**config.mk**
```make
export PLATFORM = sky130hd
export DESIGN_NAME = bus_merge
export DESIGN_NICKNAME = d
export VERILOG_FILES = /design/src/design/int_mem_pkg.sv /design/src/design/bus_merge.sv
export SDC_FILE = /design/constraint.sdc
export NUM_CORES = 1
export LEC_CHECK = 0
export CAP_MARGIN = 25
export CORE_AREA = 5 5 70 72
export DETAILED_ROUTE_END_ITERATION = 12
export DIE_AREA = 0 0 75 77
export DONT_BUFFER_PORTS = 1
export GPL_TIMING_DRIVEN = 0
export SLEW_MARGIN = 20
export SYNTH_ARGS = -nofsm -noshare
export SYNTH_HDL_FRONTEND = slang
export SYNTH_SLANG_ARGS = --single-unit
```
**constraint.sdc**
```tcl
create_clock -name clk_i -period 0.8 [get_ports clk_i]
set_clock_uncertainty 0.05 [all_clocks]
set_input_delay 0 -clock clk_i [delete_from_list [all_inputs] [get_ports clk_i]]
set_output_delay 0 -clock clk_i [all_outputs]
set_load 0.01 [all_outputs]
```
**src/design/int_mem_pkg.sv**
```systemverilog
`default_nettype none

package int_mem_pkg;

   // bus widths
   localparam int DATA_W = 32;
   localparam int ADDR_W = 16;
   localparam int STRB_W = DATA_W / 8;

   // on-chip sram, 4 KiB
   localparam int SRAM_ADDR_W = 12;
   localparam int SRAM_IDX_W = SRAM_ADDR_W - 2;
   localparam int SRAM_WORDS = 2 ** SRAM_IDX_W;

   // boot rom, 256 bytes
   localparam int BOOTROM_ADDR_W = 8;
   localparam int BOOT_IDX_W = BOOTROM_ADDR_W - 2;
   localparam int BOOT_WORDS = 2 ** BOOT_IDX_W;

   // data bus address bit that selects the boot controller
   localparam int B_BIT = 15;

   // boot image sits in the top of the sram
   localparam int BOOT_OFFSET = (2 ** SRAM_ADDR_W) - (2 ** BOOTROM_ADDR_W);

   // cpu reset pulse after leaving boot mode
   localparam int CPU_RST_CYCLES = 8;

   // boot program image, one word per index
   function automatic logic [DATA_W-1:0] boot_word(input int unsigned i);
      logic [DATA_W-1:0] step;
      step = DATA_W'(i) * 32'h0000_0101;
      return 32'hB007_0000 + step;
   endfunction

endpackage

`default_nettype wire

```
**src/design/bus_merge.sv**
```systemverilog
`default_nettype none
`timescale 1ns/10ps

module bus_merge import int_mem_pkg::*; (
   input  wire                  clk_i,
   input  wire                  reset_i,

   // write master, boot copy
   input  wire                  w_valid_i,
   input  wire [ADDR_W-1:0]     w_addr_i,
   input  wire [DATA_W-1:0]     w_wdata_i,
   input  wire [STRB_W-1:0]     w_wstrb_i,

   // read master, cpu instruction fetch
   input  wire                  r_valid_i,
   input  wire [ADDR_W-1:0]     r_addr_i,
   output logic [DATA_W-1:0]    r_rdata_o,
   output logic                 r_ready_o,

   // merged slave port
   output logic                 s_valid_o,
   output logic [ADDR_W-1:0]    s_addr_o,
   output logic [DATA_W-1:0]    s_wdata_o,
   output logic [STRB_W-1:0]    s_wstrb_o,
   input  wire [DATA_W-1:0]     s_rdata_i,
   input  wire                  s_ready_i
);

   logic r_gnt;
   logic r_gnt_q;

   // write master always wins
   assign r_gnt = r_valid_i && !w_valid_i;

   assign s_valid_o = w_valid_i || r_valid_i;
   assign s_addr_o = w_valid_i ? w_addr_i : r_addr_i;
   assign s_wdata_o = w_wdata_i;

   // reads carry no strobes
   assign s_wstrb_o = w_valid_i ? w_wstrb_i : '0;

   // remember who owns the next response
   always_ff @(posedge clk_i) begin
      if (reset_i) begin
         r_gnt_q <= 1'b0;
      end else begin
         r_gnt_q <= r_gnt;
      end
   end

   // a lost fetch gets no ready
   assign r_ready_o = r_gnt_q && s_ready_i;
   assign r_rdata_o = s_rdata_i;

endmodule

`default_nettype wire

```
== Word level (Yosys, flattened, before mapping) ==
Cells that the tools add are included.

* Multiplexer cells: 2
* Reduce and logical (&&, ||, !) cells: 4

{| class="wikitable"
|+ Operators with widths
! kind !! number
|-
| 16-bit 2-to-1 mux || 1
|-
| 4-bit 2-to-1 mux || 1
|-
| 1-bit logical AND || 2
|-
| 1-bit logical NOT || 1
|-
| 1-bit logical OR || 1
|}

* Register bits: 1
* Output and inout port bits: 86
* Bits of input ports: 105
* Logic and storage cells: 7

== Depth between registers and ports, before layout ==
* Word-level depth: 2
* Gate-level depth with buffers: 2
* Mapped depth without buffers: 1

== Least setup slack after synthesis ==
OpenSTA, ideal clock, no wires.

* Path kind: in2out
* Start point: input w_valid_i
* End point: output s_addr_o[10]
* Setup slack: 0.280 ns
* Path buffers: 1
* Stages: 2
* Arrival time: 0.470 ns
* Required time: 0.750 ns
* Path through: buf_6 -> mux2_2

* Cells in the longest elaborated chain, start to end: 1

{| class="wikitable"
|+ RTL lines
! what !! RTL line !! source
|-
| start, declared || bus_merge.sv:9 || <nowiki>input wire w_valid_i,</nowiki>
|-
| 16-bit 2-to-1 mux || bus_merge.sv:36 || <nowiki>assign s_addr_o = w_valid_i ? w_addr_i : r_addr_i;</nowiki>
|-
| end, declared || bus_merge.sv:22 || <nowiki>output logic [ADDR_W-1:0] s_addr_o,</nowiki>
|}

No other way between the ends.

== Worst setup path after layout ==
* Start point: input w_valid_i
* End point: output s_addr_o[5]

Same word-level chain as after synthesis.

==> flow_summary.yaml <==
status:
  status: "finished clean"
detailed_routing:
  wl_met3_um: 567
  wl_met1_um: 495
  drt-wirelength-per-cell_um: 17.9
  ant_nets: 0
  dr.first_iter.drc_count: 4
  drc: 0
  drt-total-wl_mm: 2.55
  dr_total_vias: 550
  route.met2.wl_mm: 1.48
  viasPerCell: 3.87
  route.top_layer_used: "met3"
  dr.pass1.iters: 2
synth:
  synth-warning-count: 0
  avgSynthCellArea_sq_um: 8.31
  ys_seq_area_share_pct: 2.68
  synthCells: 90
  ys_seq_elements: 1
  synth_top_area_cell: "buf_4"
  synth.top_cell.area_share_pct: 64.2
  syn_area_sq_um: 748
  syn_nets: 195
  ys_types: 7
  yosys-top-cells-area: "buf_4 (64%), mux2_2 (24%), and2_1 (4.2%), buf_6 (3.0%), dfxtp_1 (2.7%)"
worst_setup_path:
  critPathMaxStageDelay_ps: 370
  cp_max_fo: 10
  slowest_stage: "mux2_2"
  critPathTopFamily: "multiplexers"
  end_kind: "output port"
  required_ps: 750
  critPathBufInv: 1
  path_cells: "buf_6 -> mux2_2"
  startpoint: "w_valid_i"
  crit_type: "input pin to output port"
  arrival_ps: 500
  crit_path_start_kind: "input pin"
flow_run:
  maxCapViolations: 0
finish:
  largest_reg_flops: 1
  mostFrequentLayoutCell: "buf_4"
  multi_input_area_sq_um: 225
  area_delta_synth_final_pct: 8.70
  nets: 197
  fillers: 468
  top_register: "r_gnt_q"
  reg_top3: "r_gnt_q (1)"
  seqCellArea_sq_um: 20.0
  most-common-layout-cells: "buf_4 (64), mux2_2 (16), and2_1 (5)"
  layout-drive-gt1-share_pct: 92.2
  num_antenna_cells: 0
  fin_cells: 142
pwr:
  vdd_drop_max_v: 0.000170
  p_leak_nw: 0.408
  power_density_nw_per_um2: 699
clocking:
  ctsResizeCount: 0
  hold_buffers: 0
  clkTransAtPathRegs_ps: 0
  post_cts.repair.setup_buffers: 0
die:
  die_y_um: 77
  rows: 24
  die_x_um: 75
  io_pins: 191
  core-area_sq_um: 4230
  dieArea_sq_um: 5780
  initial_core_util_pct: 17.7
placement:
  placement.io_buffers: 0
  dp_cells: 142
  place.gp.congestion: 0.693
  hpwl_mm: 2.50
timing:
  final_max_slew_viol_count: 0
  setup_viol: 0
  fmax_mhz: 1830
  finalCriticalPeriod_ps: 546
  rsz0062_at_grt: "no"
  finalSetupTns_ps: 0
  worstMarginPinSlew_ps: 143
  hold_violations: 0
  fin_crit_sh_pct: 68.3
  max_slew_margin_pct: 90.4
global_route:
  grt_max_degree: 11
  grt_use_total_pct: 5.83
  grt_first_pass_wirelength_mm: 2.66
  antenna_found_initial: 0
  grt_pass1_vias: 515
  grt_overflow: 0
min_path:
  hold_path.class: "input pin to flip-flop"
  hold_path_startpoint: "reset_i"
cell families after synthesis:
logic type	Yosys count	share of synthesized area (%)
buffers and inverters	66	67.2
flip-flops	1	2.68
multiplexers	16	24.1
AND/OR/NAND/NOR	7	6.02
cell type report:
class,count,area share (%)
plain buffers,66,61.8
multi-input cells,23,27.7
flip-flops and latches,1,2.46
well taps,52,8.00
metal layers:
metal	global-route usage [%]	vias up
li1	-	221
met1	3.96	219
met2	13.9	110
met3	1.83	0
met4	0	0
met5	0	-
power breakdown:
group / total (mW) / leakage [nW] / switching (mW) / internal (mW)
clock network: 0 / 0 / 0 / 0
logic: 0.515 / 0.400 / 0.234 / 0.281
registers: 0.0536 / 0.00822 / 0.000672 / 0.0529
total: 0.568 / 0.408 / 0.234 / 0.334
Yosys cell counts, drive strengths merged:
cell type,n
and2,5
buf,66
dfxtp,1
mux2,16
nor3b,1
or2,1
path summary, 6_finish.rpt:
path              slack, ps  depth (start not counted)            endpoint
setup / recovery        250                          2         s_addr_o[5]
hold / removal           30                          1  r_gnt_q$_SDFF_PP0_
metrics by stage:
stage	hold WS (ps)	setup WS, ps	area [sq um]	utilization, %	total power [mW]
after global placement	27.6	242	813	19.2	0.581
after floorplan	25.8	280	748	-	0.533
after global routing	32.0	218	813	19.2	0.603
after detailed placement	32.3	236	813	19.2	0.581
after CTS	29.9	236	813	19.2	0.581
final	29.3	254	813	19.2	0.568
No activity file was read; power rests on OpenSTA's default activity.
