===== config.mk =====
export PLATFORM = sky130hd
export DESIGN_NAME = bus_split
export DESIGN_NICKNAME = d
export VERILOG_FILES = /design/src/design/int_mem_pkg.sv /design/src/design/bus_split.sv
export SDC_FILE = /design/constraint.sdc
export NUM_CORES = 1
export LEC_CHECK = 0
export BUFFER_PORTS_ARGS = -buffer_cell sky130_fd_sc_hd__buf_2
export CAP_MARGIN = 40
export CORE_AREA = 2 2 95 97
export CTS_BUF_LIST = sky130_fd_sc_hd__clkbuf_8
export DETAILED_ROUTE_END_ITERATION = 8
export DIE_AREA = 0 0 97 99
export MAX_ROUTING_LAYER = met4
export PLACE_DENSITY = 0.61
export SLEW_MARGIN = 0
export SYNTH_ARGS = -nofsm -noshare
export SYNTH_HDL_FRONTEND = slang
export SYNTH_SLANG_ARGS = --single-unit

===== constraint.sdc =====
create_clock -name clk_i -period 0.9 [get_ports clk_i]
set_input_delay 0.045 -clock clk_i [delete_from_list [all_inputs] [get_ports clk_i]]
set_output_delay 0.045 -clock clk_i [all_outputs]
set_load 0.05 [all_outputs]

===== src/design/int_mem_pkg.sv =====
`default_nettype none

package int_mem_pkg;

   // bus widths
   localparam int DATA_W = 32;
   localparam int ADDR_W = 16;
   localparam int STRB_W = DATA_W / 8;

   // on-chip sram, 4 KiB
   localparam int SRAM_ADDR_W = 12;
   localparam int SRAM_IDX_W = SRAM_ADDR_W - 2;
   localparam int SRAM_WORDS = 2 ** SRAM_IDX_W;

   // boot rom, 256 bytes
   localparam int BOOTROM_ADDR_W = 8;
   localparam int BOOT_IDX_W = BOOTROM_ADDR_W - 2;
   localparam int BOOT_WORDS = 2 ** BOOT_IDX_W;

   // data bus address bit that selects the boot controller
   localparam int B_BIT = 15;

   // boot image sits in the top of the sram
   localparam int BOOT_OFFSET = (2 ** SRAM_ADDR_W) - (2 ** BOOTROM_ADDR_W);

   // cpu reset pulse after leaving boot mode
   localparam int CPU_RST_CYCLES = 8;

   // boot program image, one word per index
   function automatic logic [DATA_W-1:0] boot_word(input int unsigned i);
      logic [DATA_W-1:0] step;
      step = DATA_W'(i) * 32'h0000_0101;
      return 32'hB007_0000 + step;
   endfunction

endpackage

`default_nettype wire


===== src/design/bus_split.sv =====
`default_nettype none
`timescale 1ns/10ps

module bus_split import int_mem_pkg::*; (
   input  wire                  clk_i,
   input  wire                  reset_i,

   // master side, cpu data bus
   input  wire                  m_valid_i,
   input  wire [ADDR_W-1:0]     m_addr_i,
   input  wire [DATA_W-1:0]     m_wdata_i,
   input  wire [STRB_W-1:0]     m_wstrb_i,
   output logic [DATA_W-1:0]    m_rdata_o,
   output logic                 m_ready_o,

   // slave 0, sram
   output logic                 s0_valid_o,
   output logic [ADDR_W-1:0]    s0_addr_o,
   output logic [DATA_W-1:0]    s0_wdata_o,
   output logic [STRB_W-1:0]    s0_wstrb_o,
   input  wire [DATA_W-1:0]     s0_rdata_i,
   input  wire                  s0_ready_i,

   // slave 1, boot controller register
   output logic                 s1_valid_o,
   output logic [DATA_W-1:0]    s1_wdata_o,
   output logic [STRB_W-1:0]    s1_wstrb_o,
   input  wire [DATA_W-1:0]     s1_rdata_i,
   input  wire                  s1_ready_i
);

   logic sel;
   logic sel_q;

   assign sel = m_addr_i[B_BIT];

   // only the addressed slave sees the strobe
   assign s0_valid_o = m_valid_i && !sel;
   assign s1_valid_o = m_valid_i && sel;

   assign s0_addr_o = m_addr_i;
   assign s0_wdata_o = m_wdata_i;
   assign s0_wstrb_o = m_wstrb_i;
   assign s1_wdata_o = m_wdata_i;
   assign s1_wstrb_o = m_wstrb_i;

   // hold the target for the response cycle
   always_ff @(posedge clk_i) begin
      if (reset_i) begin
         sel_q <= 1'b0;
      end else if (m_valid_i) begin
         sel_q <= sel;
      end
   end

   assign m_rdata_o = sel_q ? s1_rdata_i : s0_rdata_i;
   assign m_ready_o = sel_q ? s1_ready_i : s0_ready_i;

endmodule

`default_nettype wire


### After elaboration in Yosys (flattened, before gate mapping)

Cells that the tools add are included.

| word-level totals | value |
|---|---|
| bits in registers | 1 |
| latch bits | 0 |
| memory bits (writable) | 0 |
| memory bits (read-only) | 0 |
| output and inout port bits | 123 |
| logic and storage cells | 6 |
| memories kept | 0 |

| operators by class | value |
|---|---|
| add/sub/neg operators | 0 |
| multipliers | 0 |
| div/mod/pow operators | 0 |
| $lt $le $gt $ge | 0 |
| eq/ne operators | 0 |
| shift operators | 0 |
| muxes and demuxes | 2 |
| bitwise operators | 0 |
| reductions and logical operators | 3 |

Operators with widths:

| operator | count |
|---|---|
| $mux 32 | 1 |
| $logic_and 1x1->1 | 2 |
| $logic_not 1->1 | 1 |
| $mux 1 | 1 |

### Depth between registers and ports, before layout

| depth | value |
|---|---|
| depth after elaboration | 2 |
| depth in mapped cells | 4 |

### Least setup slack after synthesis

Ideal clock, no wire load.

| timing path | value |
|---|---|
| path kind | reg-to-output |
| start point | register sel_q |
| end point | output port m_rdata_o[10] |
| arrival | 966 ps |
| data required time | 855 ps |
| path slack | -111 ps |
| cell stages (with the launch flop) | 4 |
| buffers on the path | 2 |
| path through | dfxtp_1 buf_6 buf_12 mux2_4 |

| on the way | value |
|---|---|
| cells in the longest elaborated chain, start to end | 1 |

RTL lines:

| element | RTL line | source |
|---|---|---|
| from (decl) | bus_split.sv:33 | `logic sel_q;` |
| from (signal assigned) | bus_split.sv:52 | `sel_q <= sel;` |
| $mux 32 | bus_split.sv:56 | `assign m_rdata_o = sel_q ? s1_rdata_i : s0_rdata_i;` |
| to (decl) | bus_split.sv:13 | `output logic [DATA_W-1:0] m_rdata_o,` |

Every way passes these cells.

### Worst setup path after layout

| timing path | value |
|---|---|
| start point | register sel_q |
| end point | output port m_rdata_o[18] |

Same word-level chain as after synthesis.

==> out/metrics.yaml <==
synth_top_area_share_pct: 52.5
finalHoldViolations: 0
finalWirelength_mm: 3.34
slew_violations: 0
setup_violations: 33
placementRows: 34
wl_per_cell_um: 13.0
worstSetupStartpointType: "flop"
dr_wl_met3_um: 448
swShare_pct: 51.8
yosysMostFrequentCell: "buf_4"
grt_overflow: 0
vias: 831
critPathSlowestCell: "dfxtp_4"
violations: "negative setup slack"
worstPathRequired_ps: 850
dr.max_layer_used: "met4"
syn_area_mm2: 0.00126
syn_avg_cell_area_um2: 9.68
power_density_mw_per_mm2: 849
crit_top_cell: "buf_12"
grt_max_degree: 9
grt_usage_pct: 6.33
min_path_type: "primary input to primary output"
synth_fp_nets: 251
ios: 244
synthTopCellsByArea: "buf_4, mux2_4, buf_12, mux2_2, dfxtp_1"
maxCapViolCount: 0
synth.largest_area_cell: "buf_4"
finClkSkew_ps: 0
fin_nets: 272
dp_cells: 253
end_kind: "primary output"
ir_drop_v: 0.000173
slowest_delay_ps: 370
dr.pass1.iters: 2
rsz0062_at_grt: "true"
regMostFlops: "sel_q"
fp.dieW_um: 97
fin_crit_ps: 1140
worstPathArrival_ps: 1090
ys_ff_latch: 1
antenna_cells: 0
m1WireLength_mm: 1.01
synth_edf_count: 0
tightest_slew_ps: 255
grt_pass1_vias: 909
ys_seq_area_share_pct: 1.59
sequentialPowerShare_pct: 4.1
status: "finished with violations"
p_int_mw: 0.632
place.gp.congestion: 0.586
port_buffers: 105
synthFlopType: "dfxtp_1"
grt_first_pass_wirelength_mm: 4.77
async_flop_share_pct: 0
p_clk_share_pct: 0
die-height_um: 99
core_area_mm2: 0.00855
dpl_cell_area_mm2: 0.00122
place_ws_ps: -306
postCtsHoldBufs: 0
synth_common_cells: "buf_4, mux2_4, mux2_2"
critical_path.max_fanout: 8
drive_gt1_share_pct: 98.0
insertion_delay_ps: 0
route.met2.wl_mm: 1.84
die_area_mm2: 0.00960
synthToLayoutAreaGrowth_pct: 22.7
fin_area_mm2: 0.00154
finalCritPeriodShare_pct: 126
setup_ws_ps: -235
comb_power_share_pct: 95.9
fmax_ghz: 0.881
relSlewSlack_pct: 83.1
ant_nets: 0
initial_core_util_pct: 14.7
synth_cells: 130
crit_type: "flop to primary output"
synth_warnings: 0
antenna_found_initial: 0
first_iter_violations: 2
drc: 0
p_leak_nw: 0.798
p_sw_mw: 0.679
synth.distinct_cells: 10
top_regs: "sel_q x1"
clk_pin_slew_ps: 0
fin_cells: 257
largest_reg_flops: 1
cp_cell_sequence: "buf_12 -> buf_12 -> mux2_4 -> buf_6"
via_per_inst: 3.23
area by class of cell:
| type | instances | area (um^2) |
|---|---|---|
| well taps | 108 | 135 |
| repair buffers | 111 | 851 |
| fillers | 929 | 7010 |
| flip-flops and latches | 1 | 23.8 |
| multi-input cells | 37 | 534 |
power by group through the flow:
stage	registers (mW)	clock network, mW	logic (mW)
6_report	0.0536	0	1.26
3_5_place_dp	0.0516	0	0.997
2_1_floorplan	0.0494	0	1.80
5_1_grt	0.0545	0	1.31
3_3_place_gp	0.0510	0	0.989
4_1_cts	0.0539	0	1.31
through the flow:
step           total power, mW  setup TNS (ps)  hold WS [ps]  utilization, %
5_1_grt                   1.36           -7440          90.1            18.1
2_1_floorplan             1.85           -3130           110               -
4_1_cts                   1.36           -7870          90.3            19.0
6_report                  1.31           -6420          90.0            18.1
3_5_place_dp              1.05           -8620          90.3            14.2
3_3_place_gp              1.04           -7830          90.3            14.2
cells by family (layout without fill, tap and decap cells):
kind of cell  count (synthesis)  count (layout)  share of synthesized area (%)
mux                          34              34                           39.0
simple gates                  3               3                           1.29
buf+inv                      92             111                           58.2
flops                         1               1                           1.59
cells in the final DEF (no fill, tap or decap), drive strengths merged:
cell	netlist	final
mux2	33	33
nor2	1	1
dfxtp	1	1
mux2i	1	1
and2	1	1
nor2b	1	1
buf	92	111
repair_timing:
item	CTS	global route
gates resized for setup	88	1
gates cloned	3	0
buffers inserted	4	0
setup endpoints to repair	34	34
worst max-delay path, delay by kind of cell (launching register included):
family / cells / cell delay [ps]
buffers and inverters: 3 / 390
flip-flops: 1 / 370
multiplexers: 1 / 310
metal layers:
layer | vias up | track usage, %
met5 | - | -
met2 | 96 | 12.7
met4 | 0 | 0.975
met1 | 354 | 5.48
li1 | 371 | -
met3 | 10 | 2.77
path summary, 6_finish.rpt:
path	start	end	slack, ps	depth (start not counted)
worst max register to register	sel_q	sel_q	70	3
worst min-delay path	m_addr_i[9]	s0_addr_o[9]	90	0
worst min register to register	sel_q	sel_q	760	3
worst max-delay path	sel_q	m_rdata_o[18]	-240	4
(Power assumes the default switching activity.)
