`src/design/int_mem_pkg.sv`:
```
`default_nettype none

package int_mem_pkg;

   // bus widths
   localparam int DATA_W = 32;
   localparam int ADDR_W = 16;
   localparam int STRB_W = DATA_W / 8;

   // on-chip sram, 4 KiB
   localparam int SRAM_ADDR_W = 12;
   localparam int SRAM_IDX_W = SRAM_ADDR_W - 2;
   localparam int SRAM_WORDS = 2 ** SRAM_IDX_W;

   // boot rom, 256 bytes
   localparam int BOOTROM_ADDR_W = 8;
   localparam int BOOT_IDX_W = BOOTROM_ADDR_W - 2;
   localparam int BOOT_WORDS = 2 ** BOOT_IDX_W;

   // data bus address bit that selects the boot controller
   localparam int B_BIT = 15;

   // boot image sits in the top of the sram
   localparam int BOOT_OFFSET = (2 ** SRAM_ADDR_W) - (2 ** BOOTROM_ADDR_W);

   // cpu reset pulse after leaving boot mode
   localparam int CPU_RST_CYCLES = 8;

   // boot program image, one word per index
   function automatic logic [DATA_W-1:0] boot_word(input int unsigned i);
      logic [DATA_W-1:0] step;
      step = DATA_W'(i) * 32'h0000_0101;
      return 32'hB007_0000 + step;
   endfunction

endpackage

`default_nettype wire

```
`src/design/boot_ctr.sv`:
```
`default_nettype none
`timescale 1ns/10ps

module boot_ctr import int_mem_pkg::*; (
   input  wire                  clk_i,
   input  wire                  reset_i,
   output logic                 boot_o,
   output logic                 cpu_reset_o,

   // boot control register
   input  wire                  reg_valid_i,
   input  wire [DATA_W-1:0]     reg_wdata_i,
   input  wire [STRB_W-1:0]     reg_wstrb_i,
   output logic [DATA_W-1:0]    reg_rdata_o,
   output logic                 reg_ready_o,

   // copy writes into sram
   output logic                 sram_valid_o,
   output logic [ADDR_W-1:0]    sram_addr_o,
   output logic [DATA_W-1:0]    sram_wdata_o,
   output logic [STRB_W-1:0]    sram_wstrb_o
);

   typedef enum logic [1:0] {ST_COPY, ST_RUN_BOOT, ST_RESTART, ST_RUN} state_t;

   state_t                             state;
   logic [BOOT_IDX_W:0]                copy_cnt;
   logic                               rd_active;
   logic                               wr_valid;
   logic [BOOT_IDX_W-1:0]              wr_idx;
   logic [$clog2(CPU_RST_CYCLES)-1:0]  rst_cnt;
   logic                               clear_boot;

   // rom reads run until the counter msb sets
   assign rd_active = (state == ST_COPY) && !copy_cnt[BOOT_IDX_W];

   // boot mode can only be cleared, by a write of 0
   assign clear_boot = (state == ST_RUN_BOOT) && reg_valid_i && (|reg_wstrb_i)
                       && !reg_wdata_i[0];

   boot_rom rom0 (
      .clk_i   (clk_i),
      .addr_i  (copy_cnt[BOOT_IDX_W-1:0]),
      .rdata_o (sram_wdata_o)
   );

   always_ff @(posedge clk_i) begin
      if (reset_i) begin
         state <= ST_COPY;
         copy_cnt <= '0;
         wr_valid <= 1'b0;
         rst_cnt <= '0;
      end else begin
         wr_valid <= rd_active;
         if (rd_active) begin
            copy_cnt <= copy_cnt + 1'b1;
         end
         case (state)
            ST_COPY: begin
               // last write has gone out
               if (copy_cnt[BOOT_IDX_W] && !wr_valid) begin
                  state <= ST_RUN_BOOT;
               end
            end
            ST_RUN_BOOT: begin
               if (clear_boot) begin
                  state <= ST_RESTART;
                  rst_cnt <= ($clog2(CPU_RST_CYCLES))'(CPU_RST_CYCLES - 1);
               end
            end
            ST_RESTART: begin
               if (rst_cnt == '0) begin
                  state <= ST_RUN;
               end else begin
                  rst_cnt <= rst_cnt - 1'b1;
               end
            end
            default: state <= ST_RUN;
         endcase
      end
   end

   // word index follows the rom address by one cycle
   always_ff @(posedge clk_i) begin
      wr_idx <= copy_cnt[BOOT_IDX_W-1:0];
   end

   assign sram_valid_o = wr_valid;
   assign sram_addr_o = ADDR_W'(BOOT_OFFSET) + ADDR_W'({wr_idx, 2'b00});
   assign sram_wstrb_o = {STRB_W{wr_valid}};

   assign boot_o = (state == ST_COPY) || (state == ST_RUN_BOOT);
   assign cpu_reset_o = (state == ST_COPY) || (state == ST_RESTART);

   // register reads see boot mode at request time
   always_ff @(posedge clk_i) begin
      if (reset_i) begin
         reg_ready_o <= 1'b0;
      end else begin
         reg_ready_o <= reg_valid_i;
      end
   end

   always_ff @(posedge clk_i) begin
      if (reg_valid_i) begin
         reg_rdata_o <= {{(DATA_W-1){1'b0}}, boot_o};
      end
   end

endmodule

`default_nettype wire

```
`src/design/boot_rom.sv`:
```
`default_nettype none
`timescale 1ns/10ps

module boot_rom import int_mem_pkg::*; (
   input  wire                    clk_i,
   input  wire [BOOT_IDX_W-1:0]   addr_i,
   output logic [DATA_W-1:0]      rdata_o
);

   logic [DATA_W-1:0] rom [BOOT_WORDS];

   // image comes from the package function, no hex file
   initial begin
      for (int k = 0; k < BOOT_WORDS; k++) begin
         rom[k] = boot_word(k);
      end
   end

   // registered read, data one cycle after address
   always_ff @(posedge clk_i) begin
      rdata_o <= rom[addr_i];
   end

endmodule

`default_nettype wire

```
`config.mk`:
```
export PLATFORM = sky130hd
export DESIGN_NAME = boot_ctr
export DESIGN_NICKNAME = d
export VERILOG_FILES = /design/src/design/int_mem_pkg.sv /design/src/design/boot_ctr.sv /design/src/design/boot_rom.sv
export SDC_FILE = /design/constraint.sdc
export NUM_CORES = 1
export LEC_CHECK = 0
export ABC_AREA = 0
export BUFFER_PORTS_ARGS = -buffer_cell sky130_fd_sc_hd__buf_2
export CORE_MARGIN = 5
export CORE_UTILIZATION = 25
export DETAILED_ROUTE_END_ITERATION = 10
export PLACE_DENSITY = 0.67
export SLEW_MARGIN = 15
export SYNTH_ARGS = -nofsm -noshare
export SYNTH_HDL_FRONTEND = slang
export SYNTH_SLANG_ARGS = --single-unit
```
`constraint.sdc`:
```
create_clock -name clk_i -period 2.16 [get_ports clk_i]
set_clock_uncertainty 0.1 [all_clocks]
set_input_delay 0.324 -clock clk_i [delete_from_list [all_inputs] [get_ports clk_i]]
set_output_delay 0.324 -clock clk_i [all_outputs]
set_load 0.1 [all_outputs]
```
* Word level (Yosys, flattened, before mapping)
Memories as Yosys holds them, arrays and structs flattened. A register that Yosys moved wholly into a read port is not among the register bits. Cells that the tools add are included.
Word-level totals: register bits 53, logic and storage cells 41, ROM bits 768, input bits 39, output and inout port bits 88, memories kept 1
Cells by class: equality and inequality tests 6, add/sub/neg operators 3, muxes and demuxes 7, reduce and logical (&&, ||, !) cells 16
Memory list:
- rom0.rom | words 64, width 12, rd ports 1, clocked after Yosys merged registers in 1, write ports 0, RTL line boot_rom.sv:10 | logic [DATA_W-1:0] rom [BOOT_WORDS];
Operators with widths (count):
- 12-bit by 8-bit adder with 13-bit output, first input constant | 1
- 7-bit by 1-bit adder with 7-bit output, second input constant | 1
- 2-bit 2-to-1 mux | 3
- 3-bit 2-to-1 mux | 2
- 2-bit inequality test, second input constant | 3
- 2-bit case mux with 3 select lines | 1
- 3-bit case mux with 2 select lines | 1
- 3-bit AND reduction | 2
- 1-bit logical AND | 5
- 4-bit OR reduction | 1
- 1-bit zero test | 3
- 3-bit zero test | 1
- 3-bit by 1-bit subtractor with 3-bit output, second input constant | 1
- 2-bit by 1-bit == test with 1-bit output, second input constant | 1
- 2-bit == test, second input constant | 1
- 2-bit zero test | 1
- 1-bit logical OR | 2
- 2-bit by 1-bit inequality test with 1-bit output, second input constant | 1
- 2-bit nonzero test | 1

* Longest topological paths before layout
depth in word-level cells 6, depth in mapped cells 6

* By module
Synthesis repeated with hierarchy kept, for this count alone.
Unflattened totals: cell total of the unflattened synthesis 159, area total of the unflattened synthesis 1515.2 sq um
Modules (own cells, without submodules):
- boot_ctr | cells each 125, area an instance 1192.4 sq um, seq. area each 430.4 sq um, instances 1
- boot_rom | cells each 34, area an instance 322.8 sq um, seq. area each 120.1 sq um, instances 1

* Worst setup path before layout
OpenSTA, ideal clock, no wires.
kind reg2out, start point reg wr_valid, in the netlist sram_valid_o, end point out sram_wstrb_o[0], arrival 1.423 ns, stages on the path, launching flop included 2, path slack 0.313 ns, path buffers 1, path through dfxtp_1 -> buf_4
RTL lines:
- from (decl) | RTL line boot_ctr.sv:29 | logic wr_valid;
- from (signal assigned) | RTL line boot_ctr.sv:54 | wr_valid <= rd_active;
- to (decl) | RTL line boot_ctr.sv:21 | output logic [STRB_W-1:0] sram_wstrb_o
No word-level cell between the ends.

* Final worst setup path
start point reg state[1], end point out boot_o
Between the ends: word-level cells in the longest chain between the ends 2, elaborated cells between the ends (all ways) 3
RTL lines:
- from (decl) | RTL line boot_ctr.sv:26 | state_t state;
- from (signal assigned) | RTL line boot_ctr.sv:49 | state <= ST_COPY;
- from (signal assigned) | RTL line boot_ctr.sv:62 | state <= ST_RUN_BOOT;
- from (signal assigned) | RTL line boot_ctr.sv:67 | state <= ST_RESTART;
- 2-bit by 1-bit == test with 1-bit output or 2-bit zero test (tied branches) | RTL line boot_ctr.sv:92 | assign boot_o = (state == ST_COPY) || (state == ST_RUN_BOOT);
- 1-bit logical OR (*) | RTL line boot_ctr.sv:92
- to (decl) | RTL line boot_ctr.sv:7 | output logic boot_o,
Mark *: on every way between the ends. The rest lies on a longest branch, timed or not.

==> summary.md <==
| Metric | Value |
|---|---|
| Post-synthesis sequential area ratio | `29.8%` |
| H-tree depth | `1` |
| Slowest stage delay, CP | `650 ps` |
| # rows | `27` |
| XOR/XNOR share of the synthesized area | `1.82%` |
| Core area | `0.00557 mm2` |
| Worst Tran Pin Value | `526 ps` |
| Seq pwr share | `31.1%` |
| Post-CTS Setup Bufs | `0` |
| Area share of fa/ha/maj cells after synthesis | `2.60%` |
| Largest family of logic cells by synthesized area | `buffers and inverters` |
| EDFF count, synth | `1` |
| Worst Path Class, Setup | `reg -> out` |
| Cell internal pwr | `0.000557 W` |
| Post-synthesis simple-gate area fraction | `11.6%` |
| Critical-path top delay cell | `dfxtp_1` |
| Clk root buf | `clkbuf_8` |
| Crit Path Max Fanout | `14` |
| Status | `finished, final reports clean` |
| Antenna viol nets, final | `0` |
| LEAKAGE | `0.681 nW` |
| Avg Cell Area, Syn | `9.20 um2` |
| Starting Density | `25.9%` |
| Max Cap Viol | `0` |
| Hold path depth | `1` |
| Ys async rst share | `0%` |
| Via count | `827` |
| Antenna cells | `0` |
| Worst R2R Start | `rst_cnt[0]` |
| Syn. warnings | `0` |
| Psw | `0.000770 W` |
| HP Start | `reg_valid_i` |
| Power density over the cells | `989 mW/mm2` |
| Slew headroom | `64.9%` |
| Comb pwr share | `50.0%` |
| Worst r2r dst | `rst_cnt[2]` |
| Final Max Tran Viols | `0` |
| CTS Buf Count | `3` |
| First-pass GRT wire length | `3020 um` |
| WL per Instance | `8.56 um` |
| Final design utilization | `24.1%` |
| Crit path buf inv count | `2` |
| Synth Cell Area | `0.00144 mm2` |
| Final setup fails | `0` |
| Tightest Hold Check Type | `in -> reg` |
| Worst Reg-to-Reg Cells | `6` |
| Clock power share | `19.0%` |
| GRT overflow | `0` |
| All-Layer GR Usage | `5.21%` |
| Worst path cell trace | `inv_1 -> buf_2` |
| Top cell type's share of synthesized area | `40.0%` |
| WHS Endpoint | `reg_rdata_o[0]` |
| Post-Syn Instances | `157` |
| Starting DRT DRC Count | `42` |
| Routability cong. | `0.749` |
| Crit path max-delay family | `flip-flops` |
| Hold-fix buffers, CTS | `0` |
| Post-synthesis compound-gate area fraction | `6.41%` |
| Port bufs | `34` |
| Top cell type by total area after synthesis | `buf_4` |
| Initial antenna violation count | `0` |
| Die Y-Extent | `86.0 um` |
| DP Wirelength | `1750 um` |
| Library cells used by synthesis | `30` |
| Post_cts resized | `0` |
| Clk sink count | `21` |
| Synthesized flop and latch total | `21` |
| Final WL | `2100 um` |
| Main flop type after synthesis | `dfxtp_1` |
| Initial DRT Pass Iterations | `4` |
| FF-to-FF setup slack | `490 ps` |
| Die area | `0.00740 mm2` |
| CP required | `1740 ps` |
| Largest net degree at the start of global routing | `19` |
| Fill count | `611` |
| Minimum clock period | `1800 ps` |
| Final period util | `83.4%` |
| Top cells by area, synth | `buf_4 40%, dfxtp_1 28%, clkbuf_8 2.9%, nor2_1 2.9%, ha_1 2.6%` |
| Startpoint Class | `flip-flop` |
| VDD IR max | `305 uV` |
| CTS tree | `yes` |
| Fraction of layout cells with a size suffix above 1 | `25.4%` |
| Highest Clock Rate | `555 MHz` |
| CP Capture Type | `output port` |
| Setup TNS | `0 ps` |
| Unrepaired setup endpoints after global routing | `no` |
| Clock slew at reported path FFs | `70 ps` |
| Sw frac | `58.0%` |
| Worst-skew pair later-pin latency | `260 ps` |
| Ports | `127` |
| Crit path DAT | `1380 ps` |
| Vias per cell | `3.38` |
| Nets | `216` |
| Final Hold Viols | `0` |
| Clock buffer depth | `2` |
| Synthesis-to-layout area growth | `-7.11%` |
| Mux cell area share after synthesis | `2.25%` |
| Vias in the first global route | `677` |
| Drc violations | `0` |
| Die width | `86.0 um` |
final cells by class:
cell class,count,area (um2),share of cell area [%]
Multi-Input combinational cell,109,586,43.7
Sequential cell,21,430,32.1
Timing Repair Buffer,34,170,12.7
Tap cell,72,90.1,6.72
Clock buffer,3,41.3,3.08
Inverter,5,18.8,1.40
Clock inverter,1,5.00,0.373
per-layer routing:
metal,GRT usage [%],wire [um],up-vias
met5,0,0,-
li1,-,-,404
met2,8.06,1050,50
met4,2.59,27,0
met1,5.85,720,369
met3,2.69,296,4
metrics by stage:
step | total power [W] | setup WS (ps) | cells | instance area [um2] | hold WS (ps)
finish | 0.00133 | 359 | 245 | 1340 | 187
global route | 0.00138 | 213 | 245 | 1340 | 179
CTS | 0.00134 | 343 | 245 | 1340 | 178
detailed placement | 0.00108 | 492 | 241 | 1290 | 276
global placement | 0.00108 | 517 | 241 | 1290 | 267
floorplan | 0.00116 | 313 | 216 | 1670 | 255
cells in the mapped netlist (3+ instances only):
cell,number
a21oi_1,4
buf_4,77
clkbuf_8,3
dfxtp_1,20
ha_1,3
inv_1,5
nor2_1,11
nor2b_1,3
xnor2_1,3
placed cells by master (no fill, tap or decap), types with 2 or more instances in the layout:
master	n
a21o_1	2
a21oi_1	4
and3_1	2
buf_2	34
clkbuf_8	3
conb_1	61
dfxtp_1	20
ha_1	3
inv_1	5
mux2_2	2
nor2_1	11
nor2b_1	3
nor4_1	2
o32ai_1	2
or3b_1	2
xnor2_1	3
flip-flops by register name (all words and copies together) (netlist names):
| signal | count |
|---|---|
| sram_valid_o | 1 |
| state | 2 |
| rom0.rdata_o | 6 |
| copy_cnt | 7 |
| rst_cnt | 3 |
| reg_rdata_o | 1 |
| reg_ready_o | 1 |
power groups by stage:
stage	combinational (W)	sequential (W)	clock [W]
after floorplan	0.000690	0.000472	0
after global placement	0.000660	0.000422	0
after detailed placement	0.000661	0.000422	0
after CTS	0.000661	0.000413	0.000264
after global routing	0.000676	0.000415	0.000286
final	0.000663	0.000412	0.000252
worst register-to-register path: cells and delay by family (launching register included):
family	cells	cell delay, ps
AND/OR/NAND/NOR	1	370
buffers and inverters	1	60
adder cells (fa/ha/maj)	2	410
flip-flops	1	370
AO/OA/AOI/OAI	2	240
worst max path at each step:
| stage | depth (start not counted) | from | endpoint | slack [ps] |
|---|---|---|---|---|
| 6_report | 2 | state[1] | boot_o | 360 |
| 5_1_grt | 2 | state[1] | boot_o | 210 |
| 4_1_cts | 2 | state[1] | boot_o | 340 |
| 3_5_place_dp | 6 | rst_cnt[0] | rst_cnt[2] | 490 |
| 3_3_place_gp | 6 | rst_cnt[0] | rst_cnt[2] | 520 |
| 2_1_floorplan | 1 | sram_valid_o | sram_wstrb_o[0] | 310 |
cell families (layout without fill, tap and decap cells):
| group | after synthesis | in the layout |
|---|---|---|
| adders and majority gates | 3 | 3 |
| buffers and inverters | 86 | 43 |
| and+or+nand+nor | 27 | 27 |
| AOI/OAI and AO/OA | 12 | 12 |
| muxes | 3 | 3 |
| xor gates and xnor gates | 3 | 3 |
| DFF | 21 | 21 |
| other | 2 | 61 |
(Power assumes the default switching activity.)
